==> config.mk <==
export PLATFORM = sky130hd
export DESIGN_NAME = uart_top
export DESIGN_NICKNAME = d
export VERILOG_FILES = /design/src/hw/uart_cfg_pkg.sv /design/src/hw/uart_reg_pkg.sv /design/src/hw/uart_rx_if.sv /design/src/hw/uart_tx.sv /design/src/hw/uart_rx.sv /design/src/hw/uart_wb_regs.sv /design/src/hw/uart_top.sv
export SDC_FILE = /design/constraint.sdc
export NUM_CORES = 1
export LEC_CHECK = 0
export BUFFER_PORTS_ARGS = -buffer_cell sky130_fd_sc_hd__clkbuf_2
export CAP_MARGIN = 20
export CORE_MARGIN = 2
export CORE_UTILIZATION = 40
export CTS_CLUSTER_SIZE = 20
export DETAILED_ROUTE_END_ITERATION = 7
export PLACE_DENSITY = 0.69
export SLEW_MARGIN = 20
export SYNTH_ARGS = -nofsm -noshare
export SYNTH_HDL_FRONTEND = slang
export SYNTH_SLANG_ARGS = --single-unit
==> constraint.sdc <==
create_clock -name clk -period 3.1 [get_ports clk]
set_input_delay 0.31 -clock clk [delete_from_list [all_inputs] [get_ports clk]]
set_output_delay 0.31 -clock clk [all_outputs]
set_load 0.1 [all_outputs]
==> src/hw/uart_cfg_pkg.sv <==
////////////////////////////////////////////////////////////////////////////
// serial line constants: bit period, frame size, counter types
////////////////////////////////////////////////////////////////////////////
`default_nettype none

package uart_cfg_pkg;

    localparam int clks_per_bit = 16;               // any value of 4 or more
    localparam int data_bits    = 8;
    localparam int frame_bits   = data_bits + 2;    // start + data + stop

    localparam int cnt_w = $clog2(clks_per_bit);
    localparam int idx_w = $clog2(frame_bits);

    typedef logic [data_bits-1:0] byte_t;
    typedef logic [cnt_w-1:0]     cnt_t;            // cycles within one bit
    typedef logic [idx_w-1:0]     idx_t;            // bit index within a frame

endpackage

`default_nettype wire

==> src/hw/uart_reg_pkg.sv <==
////////////////////////////////////////////////////////////////////////////
// bus side register map: addresses, status bits, data word type
////////////////////////////////////////////////////////////////////////////
`default_nettype none

package uart_reg_pkg;

    typedef logic [1:0] reg_addr_t;
    typedef logic [7:0] wb_data_t;

    // register addresses
    localparam reg_addr_t addr_txdata = 2'd0;       // write only
    localparam reg_addr_t addr_rxdata = 2'd1;       // read only, read clears flags
    localparam reg_addr_t addr_status = 2'd2;       // read only
    // address 3 reads zero, writes dropped

    // status word bit positions
    localparam int stat_tx_busy = 0;
    localparam int stat_rxne    = 1;
    localparam int stat_ore     = 2;

endpackage

`default_nettype wire

==> src/hw/uart_rx_if.sv <==
////////////////////////////////////////////////////////////////////////////
// receive path bundle between receiver and register block
////////////////////////////////////////////////////////////////////////////
`default_nettype none

interface uart_rx_if;

    uart_cfg_pkg::byte_t data;      // last received byte
    logic                rxne;      // receive not empty
    logic                ore;       // overrun
    logic                clear;     // one cycle, acked rxdata read

    modport receiver (output data, output rxne, output ore, input clear);
    modport regs (input data, input rxne, input ore, output clear);

endinterface

`default_nettype wire

==> src/hw/uart_tx.sv <==
////////////////////////////////////////////////////////////////////////////
// uart transmitter: 8N1 serializer, LSB first
////////////////////////////////////////////////////////////////////////////
`default_nettype none

module uart_tx (
    input  wire                 clk,
    input  wire                 rst_n,
    input  wire uart_cfg_pkg::byte_t tx_data,
    input  wire                 tx_start,
    output logic                tx_busy,
    output logic                tx
);

    uart_cfg_pkg::cnt_t           cnt;      // cycles into current bit
    uart_cfg_pkg::idx_t           bit_idx;  // 0 is start, frame_bits-1 is stop
    logic [uart_cfg_pkg::data_bits:0] shreg;  // data bits with stop on top
    logic                         bit_end;

    assign bit_end = (cnt == uart_cfg_pkg::cnt_t'(uart_cfg_pkg::clks_per_bit - 1));

    ////////////////////////////////////////////////////////////////////////////
    // bit timing and line driver
    ////////////////////////////////////////////////////////////////////////////
    always_ff @(posedge clk) begin
        if (!rst_n) begin
            tx_busy <= 1'b0;
            tx      <= 1'b1;                // line idles high
            cnt     <= '0;
            bit_idx <= '0;
        end else if (!tx_busy) begin
            cnt     <= '0;
            bit_idx <= '0;
            if (tx_start) begin
                tx_busy <= 1'b1;
                tx      <= 1'b0;            // start bit next cycle
            end
        end else if (bit_end) begin
            cnt <= '0;
            if (bit_idx == uart_cfg_pkg::idx_t'(uart_cfg_pkg::frame_bits - 1)) begin
                tx_busy <= 1'b0;            // stop bit done
                tx      <= 1'b1;
            end else begin
                tx      <= shreg[0];
                bit_idx <= bit_idx + 1'b1;
            end
        end else begin
            cnt <= cnt + 1'b1;
        end
    end

    // frame payload, shifted out one bit per period
    always_ff @(posedge clk) begin
        if (!tx_busy && tx_start) begin
            shreg <= {1'b1, tx_data};
        end else if (tx_busy && bit_end) begin
            shreg <= shreg >> 1;
        end
    end

endmodule

`default_nettype wire

==> src/hw/uart_rx.sv <==
////////////////////////////////////////////////////////////////////////////
// uart receiver: synchronizer, mid-bit sampling FSM, rxne and overrun flags
////////////////////////////////////////////////////////////////////////////
`default_nettype none

module uart_rx (
    input  wire  clk,
    input  wire  rst_n,
    input  wire  rx,
    uart_rx_if.receiver rx_bus
);

    typedef enum logic [1:0] {
        st_idle,
        st_start,
        st_data,
        st_stop
    } state_t;

    logic               rx_meta;
    logic               rx_s;       // synchronized line
    state_t             state;
    uart_cfg_pkg::cnt_t cnt;
    uart_cfg_pkg::idx_t bit_idx;
    uart_cfg_pkg::byte_t shreg;
    logic               load;       // byte landed last cycle
    logic               half_end;
    logic               bit_end;

    assign half_end = (cnt == uart_cfg_pkg::cnt_t'(uart_cfg_pkg::clks_per_bit / 2 - 1));
    assign bit_end  = (cnt == uart_cfg_pkg::cnt_t'(uart_cfg_pkg::clks_per_bit - 1));

    always_ff @(posedge clk) begin
        if (!rst_n) begin
            rx_meta <= 1'b1;
            rx_s    <= 1'b1;
        end else begin
            rx_meta <= rx;
            rx_s    <= rx_meta;
        end
    end

    ////////////////////////////////////////////////////////////////////////////
    // frame FSM
    ////////////////////////////////////////////////////////////////////////////
    always_ff @(posedge clk) begin
        if (!rst_n) begin
            state   <= st_idle;
            cnt     <= '0;
            bit_idx <= '0;
            load    <= 1'b0;
        end else begin
            load <= 1'b0;
            case (state)
                st_idle: begin
                    cnt     <= '0;
                    bit_idx <= '0;
                    if (!rx_s) state <= st_start;       // falling edge seen
                end
                st_start: begin
                    if (half_end) begin
                        cnt   <= '0;
                        state <= rx_s ? st_idle : st_data;  // glitch check
                    end else begin
                        cnt <= cnt + 1'b1;
                    end
                end
                st_data: begin
                    if (bit_end) begin
                        cnt     <= '0;
                        bit_idx <= bit_idx + 1'b1;
                        if (bit_idx == uart_cfg_pkg::idx_t'(uart_cfg_pkg::data_bits - 1))
                            state <= st_stop;
                    end else begin
                        cnt <= cnt + 1'b1;
                    end
                end
                default: begin                          // st_stop
                    if (bit_end) begin
                        cnt   <= '0;
                        load  <= rx_s;                  // low stop drops the frame
                        state <= st_idle;
                    end else begin
                        cnt <= cnt + 1'b1;
                    end
                end
            endcase
        end
    end

    always_ff @(posedge clk) begin
        if (state == st_data && bit_end)
            shreg <= {rx_s, shreg[uart_cfg_pkg::data_bits-1:1]};    // LSB first
        if (state == st_stop && bit_end && rx_s)
            rx_bus.data <= shreg;
    end

    // flags, a new byte beats a same-cycle clear
    always_ff @(posedge clk) begin
        if (!rst_n) begin
            rx_bus.rxne <= 1'b0;
            rx_bus.ore  <= 1'b0;
        end else if (load) begin
            rx_bus.rxne <= 1'b1;
            if (rx_bus.rxne) rx_bus.ore <= 1'b1;   // previous byte never read
        end else if (rx_bus.clear) begin
            rx_bus.rxne <= 1'b0;
            rx_bus.ore  <= 1'b0;
        end
    end

endmodule

`default_nettype wire

==> src/hw/uart_wb_regs.sv <==
////////////////////////////////////////////////////////////////////////////
// wishbone classic slave: txdata, rxdata and status registers
////////////////////////////////////////////////////////////////////////////
`default_nettype none

module uart_wb_regs (
    input  wire                          clk,
    input  wire                          rst_n,
    input  wire                          wb_cyc,
    input  wire                          wb_stb,
    input  wire                          wb_we,
    input  wire uart_reg_pkg::reg_addr_t wb_adr,
    input  wire uart_reg_pkg::wb_data_t  wb_dat_w,
    output uart_reg_pkg::wb_data_t       wb_dat_r,
    output logic                         wb_ack,
    output uart_cfg_pkg::byte_t          tx_data,
    output logic                         tx_start,
    input  wire                          tx_busy,
    uart_rx_if.regs                      rx_bus
);

    logic                   req;        // request not yet acked
    logic                   tx_wr;
    logic                   rx_rd;
    logic                   take;       // request accepted this cycle
    uart_reg_pkg::wb_data_t status;
    uart_reg_pkg::wb_data_t rd_mux;

    assign req   = wb_cyc & wb_stb & ~wb_ack;
    assign tx_wr = wb_we & (wb_adr == uart_reg_pkg::addr_txdata);
    assign rx_rd = ~wb_we & (wb_adr == uart_reg_pkg::addr_rxdata);
    assign take  = req & ~(tx_wr & tx_busy);   // stall writes while a frame goes out

    always_comb begin
        status = '0;
        status[uart_reg_pkg::stat_tx_busy] = tx_busy;
        status[uart_reg_pkg::stat_rxne]    = rx_bus.rxne;
        status[uart_reg_pkg::stat_ore]     = rx_bus.ore;
    end

    always_comb begin
        case (wb_adr)
            uart_reg_pkg::addr_rxdata: rd_mux = rx_bus.data;
            uart_reg_pkg::addr_status: rd_mux = status;
            default:                   rd_mux = '0;    // txdata and addr 3
        endcase
    end

    ////////////////////////////////////////////////////////////////////////////
    // ack and strobes, one cycle after acceptance
    ////////////////////////////////////////////////////////////////////////////
    always_ff @(posedge clk) begin
        if (!rst_n) begin
            wb_ack       <= 1'b0;
            tx_start     <= 1'b0;
            rx_bus.clear <= 1'b0;
        end else begin
            wb_ack       <= take;
            tx_start     <= take & tx_wr;
            rx_bus.clear <= take & rx_rd;
        end
    end

    always_ff @(posedge clk) begin
        if (take)
            wb_dat_r <= rd_mux;            // held for the ack cycle
        if (take && tx_wr)
            tx_data <= wb_dat_w;
    end

endmodule

`default_nettype wire

==> src/hw/uart_top.sv <==
////////////////////////////////////////////////////////////////////////////
// uart top level: wishbone register block, transmitter, receiver
////////////////////////////////////////////////////////////////////////////
`default_nettype none

module uart_top (
    input  wire                          clk,
    input  wire                          rst_n,
    input  wire                          wb_cyc,
    input  wire                          wb_stb,
    input  wire                          wb_we,
    input  wire uart_reg_pkg::reg_addr_t wb_adr,
    input  wire uart_reg_pkg::wb_data_t  wb_dat_w,
    output uart_reg_pkg::wb_data_t       wb_dat_r,
    output logic                         wb_ack,
    input  wire                          rx,
    output logic                         tx
);

    uart_cfg_pkg::byte_t tx_data;
    logic                tx_start;
    logic                tx_busy;

    uart_rx_if rx_bus ();               // receiver to register block

    uart_wb_regs u_regs (
        .clk      (clk),
        .rst_n    (rst_n),
        .wb_cyc   (wb_cyc),
        .wb_stb   (wb_stb),
        .wb_we    (wb_we),
        .wb_adr   (wb_adr),
        .wb_dat_w (wb_dat_w),
        .wb_dat_r (wb_dat_r),
        .wb_ack   (wb_ack),
        .tx_data  (tx_data),
        .tx_start (tx_start),
        .tx_busy  (tx_busy),
        .rx_bus   (rx_bus.regs)
    );

    uart_tx u_tx (
        .clk      (clk),
        .rst_n    (rst_n),
        .tx_data  (tx_data),
        .tx_start (tx_start),
        .tx_busy  (tx_busy),
        .tx       (tx)
    );

    uart_rx u_rx (
        .clk    (clk),
        .rst_n  (rst_n),
        .rx     (rx),
        .rx_bus (rx_bus.receiver)
    );

endmodule

`default_nettype wire

==> reports/qor.txt, run 1 <==
=================================================================================
Run status                                                           finished clean
Total of flip-flops plus latches after synthesis                               69
GRT Resource Usage Total                                                    0.122
Cell-by-cell listing of the critical path                            ha_1 > nand3_4 > nor2_1
DR DRC count                                                                    0
Vertical extent of the die                                                85.6 um
Worst Hold Path Cells                                                           1
Commonest non-fill, non-tap cells in the layout                      edfxtp_1 (40), dfxtp_1 (29), clkbuf_2 (25)
Number of buffers inserted by hold repair at cts                                0
Worst R2R Path Depth                                                            3
Die Footprint                                                          7320 sq um
Final critical path time including I/O delays and setup                   1.79 ns
Deepest clock path buffer count                                                 2
TritonCTS Sinks                                                                69
Most common library cell in the layout ignoring fill and taps            edfxtp_1
Max-slew violations                                                             0
Post-Synthesis Mean Instance Area                                      13.1 sq um
Clock Skews                                                            0.00888 ns
Via total after detailed routing                                             1573
Drt wl/cell                                                               12.7 um
Number of gates given a new drive strength after cts                            0
Share of post-route cells with drive strength above 1                       0.217
Initial core utilization                                                    0.417
Crit Path Max Fanout                                                            9
CTS HTree Levels                                                                3
Largest voltage drop on the vdd net                                      0.313 mV
Pwr/cell area                                                         545 nW/um^2
Share of the core filled with cells                                         0.475
Global placement routability congestion                                     0.737
Number of vias per cell after detailed routing                               4.96
Grt ovf                                                                         0
Max-Slew Margin vs Limit                                                    0.516
Post-synthesis instance area                                           2660 sq um
Number of clock buffers inserted by TritonCTS                                   9
First-pass GRT wire length                                                6730 um
Synth cell types                                                               39
Fraction of the yosys area taken by sequential cells                        0.669
Share of synthesized registers carrying an async set or reset                   0
Setup-failing EPs final                                                         0
Critical Path AT                                                          1.76 ns
Number of setup buffers added after CTS                                         0
Detailed-routing iteration count for the pre-antenna-repair pass                4
Floorplan die width                                                       85.6 um
Fin. Hold Viols                                                                 0
Syn Nets                                                                      228
Quantity of I/O buffers inserted on ports                                      25
Critical Path Slowest Stage Cell                                           nor2_1
Final layout net count                                                        259
TritonCTS clock tree                                                          yes
Library cell used as clock root buffer                                   clkbuf_8
Via count of the first global-routing pass                                   1402
Share of the cycle needed by the critical path after routing                0.579
Path class of the lowest-slack min-delay path                           in -> reg
Actual transition at the worst max-transition pin                        0.724 ns
Initial DRC count                                                              61
Required time of the critical path                                        3.07 ns
Maximum clock frequency                                                   557 MHz
Longest individual stage delay on the worst path                          0.60 ns
RSZ-0062 raised after global routing                                           no
DPL Wire Length                                                           2720 um
Worst Setup End Kind                                                         flop
Clock slew seen by the registers of the worst setup and hold paths        0.07 ns
Max Cap Viol                                                                    0
Pin count of the biggest net entering global routing                           16
Main flop type after synthesis                                           edfxtp_1
CORE AREA                                                              6390 sq um
Diode count                                                                     0
Number of flops mapped to enable cells by yosys                                40
Post-route antenna net violation count                                          0
Setup CP Type                                                          reg -> reg
Number of warnings reported in the yosys synthesis log                          0
Worst-skew pair later-pin latency                                         0.34 ns
Initial antenna violation count                                                 0
Leakage power figure                                                      1.06 nW
CP startpoint kind                                                           flop
Layout overhead on the synthesized area                                     13.9%
Std-Cell Rows                                                                  29
Instance count of the mapped netlist                                          204
Top-level I/O count                                                            26
Total Routed Length                                                       4010 um
Setup TNS after final layout                                                 0 ns
=================================================================================
## routing by layer
metal,GRT usage,part of all wire
met4,0.0866,0.032
met2,0.160,0.42
met5,0,0
met1,0.166,0.50
met3,0.0423,0.049
## path summary, 6_finish.rpt
kind	start	endpoint	slack (ns)
worst max register to register	u_rx.cnt[0]	u_rx.rx_bus.data[7]	1.31
worst min register to register	u_rx.rx_meta	u_rx.rx_s	0.41
worst min-delay path	wb_dat_w[0]	u_regs.tx_data[0]	0.14
worst max-delay path	u_rx.cnt[0]	u_rx.rx_bus.data[7]	1.31
## cells in the mapped netlist, drive strengths merged, types with 4 or more instances
library cell / instances / area, sq um
edfxtp: 40 / 1200
dfxtp: 29 / 581
o21ai: 10 / 50.1
inv: 11 / 41.3
ha: 8 / 100
nand3: 9 / 57.6
nand2b: 4 / 25.0
mux2: 8 / 90.1
nor2b: 4 / 25.0
or3: 5 / 32.5
and2: 7 / 43.8
nand2: 7 / 26.3
a21oi: 12 / 60.1
clkbuf: 4 / 15.0
nor2: 11 / 41.3
## sequential cells by signal, summed over array words and instances, names as in the netlist, 2 cells and up
| name | count |
|---|---|
| u_tx.shreg | 9 |
| u_regs.tx_data | 8 |
| u_regs.wb_dat_r | 8 |
| u_rx.rx_bus.data | 8 |
| u_rx.shreg | 8 |
| u_rx.bit_idx | 4 |
| u_rx.cnt | 4 |
| u_tx.bit_idx | 4 |
| u_tx.cnt | 4 |
| u_rx.state | 2 |
## stage by stage
| stage | setup WS, ns | hold WS, ns | power (mW) | instance area (sq um) | cells |
|---|---|---|---|---|---|
| floorplan | 0.685 | 0.386 | 1.05 | 2660 | 204 |
| global placement | 1.18 | 0.393 | 1.07 | 2870 | 301 |
| detailed placement | 1.14 | 0.395 | 1.07 | 2870 | 301 |
| CTS | 1.27 | 0.127 | 1.68 | 3030 | 317 |
| global route | 1.20 | 0.127 | 1.72 | 3030 | 317 |
| finish | 1.31 | 0.143 | 1.65 | 3030 | 317 |
## critical path: cells and delay by family (launching register included)
family        cells  cell delay (ns)
fa+ha+maj         1             0.32
flops             1             0.35
simple gates      2             0.76
## report_power, final
group          internal [mW]  switching, mW  total [mW]
combinational         0.0195         0.0500      0.0695
sequential             0.971        0.00539       0.976
clock                  0.284          0.324       0.608
total                   1.27          0.380        1.65
## cell type report
class / instances / area, sq um
multi-input cells: 118 / 815
repair buffers: 26 / 133
flip-flops and latches: 69 / 1780
clock inverters: 7 / 42.5
fillers: 578 / 3350
well taps: 77 / 96.3
inverters: 11 / 41.3
clock buffers: 9 / 124
## cell families after synthesis
kind of cell | after synthesis | synth area share
AO/OA/AOI/OAI | 36 | 0.0841
flip-flops | 69 | 0.669
AND/OR/NAND/NOR | 62 | 0.137
multiplexers | 8 | 0.0338
XOR/XNOR | 4 | 0.0132
buffers and inverters | 17 | 0.0249
adder cells (fa/ha/maj) | 8 | 0.0376
Note: power is estimated with default switching activity, not from simulation.
==> run 2, diff against run 1 <==
--- a/config.mk
+++ b/config.mk
@@ -11,7 +11,7 @@
 export CORE_UTILIZATION = 40
 export CTS_CLUSTER_SIZE = 20
 export DETAILED_ROUTE_END_ITERATION = 7
-export PLACE_DENSITY = 0.69
+export PLACE_DENSITY = 0.71
 export SLEW_MARGIN = 20
 export SYNTH_ARGS = -nofsm -noshare
 export SYNTH_HDL_FRONTEND = slang
==> constraint.sdc (replaced) <==
create_clock -name clk -period 1.62 [get_ports clk]
set_input_delay 0.162 -clock clk [delete_from_list [all_inputs] [get_ports clk]]
set_output_delay 0.162 -clock clk [all_outputs]
set_load 0.1 [all_outputs]
==> run 2 against run 1 <==
Routed wire length grew 3.6%. Cell area grew 6.8%. Sequential power grew 92%. Critical endpoint is now u_tx.bit_idx[2]. Largest power group unchanged. Highest routed layer unchanged.
==> reports/qor.txt, run 2 (synthesis results as in run 1) <==
=================================================================================
Diode count                                                                     0
Path class of the lowest-slack min-delay path                           in -> reg
Commonest non-fill, non-tap cells in the layout                      edfxtp_1 (40), dfxtp_1 (28), clkbuf_2 (25)
Number of setup buffers added after CTS                                         0
Setup TNS after final layout                                                 0 ns
Setup-failing EPs final                                                         0
DPL Wire Length                                                           2860 um
Max-Slew Margin vs Limit                                                    0.642
Detailed-routing iteration count for the pre-antenna-repair pass                4
Via count of the first global-routing pass                                   1498
Clock slew seen by the registers of the worst setup and hold paths        0.07 ns
Largest voltage drop on the vdd net                                      0.601 mV
Worst Setup End Kind                                                         flop
Floorplan die width                                                       85.6 um
Share of the core filled with cells                                         0.507
Pin count of the biggest net entering global routing                           16
Actual transition at the worst max-transition pin                        0.540 ns
Critical Path Slowest Stage Cell                                            or4_1
Final layout net count                                                        274
Number of clock buffers inserted by TritonCTS                                   9
Register name with the most flops                                      u_tx.shreg
Drt wl/cell                                                               12.5 um
Max-slew violations                                                             0
Total Routed Length                                                       4160 um
Leakage power figure                                                      1.15 nW
Fin. Hold Viols                                                                 0
Grt ovf                                                                         0
First-pass GRT wire length                                                6960 um
TritonCTS clock tree                                                          yes
Required time of the critical path                                        1.88 ns
RSZ-0062 raised after global routing                                           no
Initial antenna violation count                                                 0
Quantity of I/O buffers inserted on ports                                      25
Critical Path AT                                                          1.75 ns
Vertical extent of the die                                                85.6 um
Global placement routability congestion                                     0.778
Final critical path time including I/O delays and setup                   1.49 ns
Run status                                                           finished clean
CORE AREA                                                              6390 sq um
WP buf/inv                                                                      0
Most common library cell in the layout ignoring fill and taps            edfxtp_1
CP startpoint kind                                                           flop
Final Power                                                               3.48 mW
GRT Resource Usage Total                                                    0.127
Initial DRC count                                                              60
Share of post-route cells with drive strength above 1                       0.251
Kind of cell with the highest combined delay on the critical path    simple AND/OR/NAND/NOR gates
Post-placement cell area                                               2950 sq um
Library cell used as clock root buffer                                   clkbuf_8
Worst-skew pair later-pin latency                                         0.33 ns
Area of combinational cells with multiple inputs                        845 sq um
Clock Skews                                                            0.00915 ns
Flip-flop count of the largest register after layout                            9
Cell-by-cell listing of the critical path                            ha_2 > nand3_2 > or4_1 > a21oi_1
Std-Cell Rows                                                                  29
Post-Layout Inst Area                                                  3240 sq um
Layout overhead on the synthesized area                                     21.7%
TritonCTS Sinks                                                                69
Maximum clock frequency                                                   671 MHz
Fillers                                                                       551
Pwr/cell area                                                        1070 nW/um^2
Via total after detailed routing                                             1652
CTS HTree Levels                                                                3
Initial core utilization                                                    0.417
Longest individual stage delay on the worst path                          0.52 ns
Max Cap Viol                                                                    0
Share of the cycle needed by the critical path after routing                0.920
Crit Path Max Fanout                                                            8
Die Footprint                                                          7320 sq um
Number of vias per cell after detailed routing                               4.98
Area taken by flip-flops and latches                                   1790 sq um
Pre-CTS setup slack                                                     0.0488 ns
DR DRC count                                                                    0
Post-route antenna net violation count                                          0
Deepest clock path buffer count                                                 2
Setup CP Type                                                          reg -> reg
Final worst slack                                                        0.129 ns
Top-level I/O count                                                            26
=================================================================================
## run 2: worst register-to-register path: stages, from the launching register on
cell	delay (ns)
dfxtp_1	0.38
ha_2	0.24
nand3_2	0.14
or4_1	0.52
a21oi_1	0.15
## run 2: cell type report
cell class	count	share of cell area
Sequential cell	69	0.551
Multi-Input combinational cell	118	0.261
Timing Repair Buffer	41	0.0819
Clock buffer	11	0.0406
Tap cell	77	0.0297
Clock inverter	5	0.0232
Inverter	11	0.0127
## run 2: per-layer routing
layer	wire, um	GRT usage
met1	2050	0.163
met2	1860	0.181
met4	65	0.0606
met3	186	0.0577
met5	0	0
## run 2: final timing paths
kind / startpoint / end / depth (start not counted) / slack (ns)
hold reg to reg: u_rx.rx_meta / u_rx.rx_s / 1 / 0.41
setup / recovery: u_tx.cnt[0] / u_tx.bit_idx[2] / 4 / 0.13
setup reg to reg: u_tx.cnt[0] / u_tx.bit_idx[2] / 4 / 0.13
hold / removal: wb_dat_w[7] / u_regs.tx_data[7] / 1 / 0.03
## run 2: report_power, final
| group | internal, mW | total [mW] | switching (mW) |
|---|---|---|---|
| clock network | 0.860 | 1.46 | 0.599 |
| logic | 0.0522 | 0.153 | 0.101 |
| registers | 1.86 | 1.87 | 0.0106 |
| total | 2.77 | 3.48 | 0.710 |
## run 2: what timing repair did
action	in CTS	in global routing
hold endpoints to repair	7	1
resized for setup	0	2
hold buffers	7	1
endpoints found under the setup margin	0	1
## run 2: through the flow
stage | instances | hold slack (ns)
detailed placement | 308 | 0.341
CTS | 331 | 0.00100
finish | 332 | 0.0253
global route | 332 | 0.00437
global placement | 308 | 0.339
floorplan | 204 | 0.261
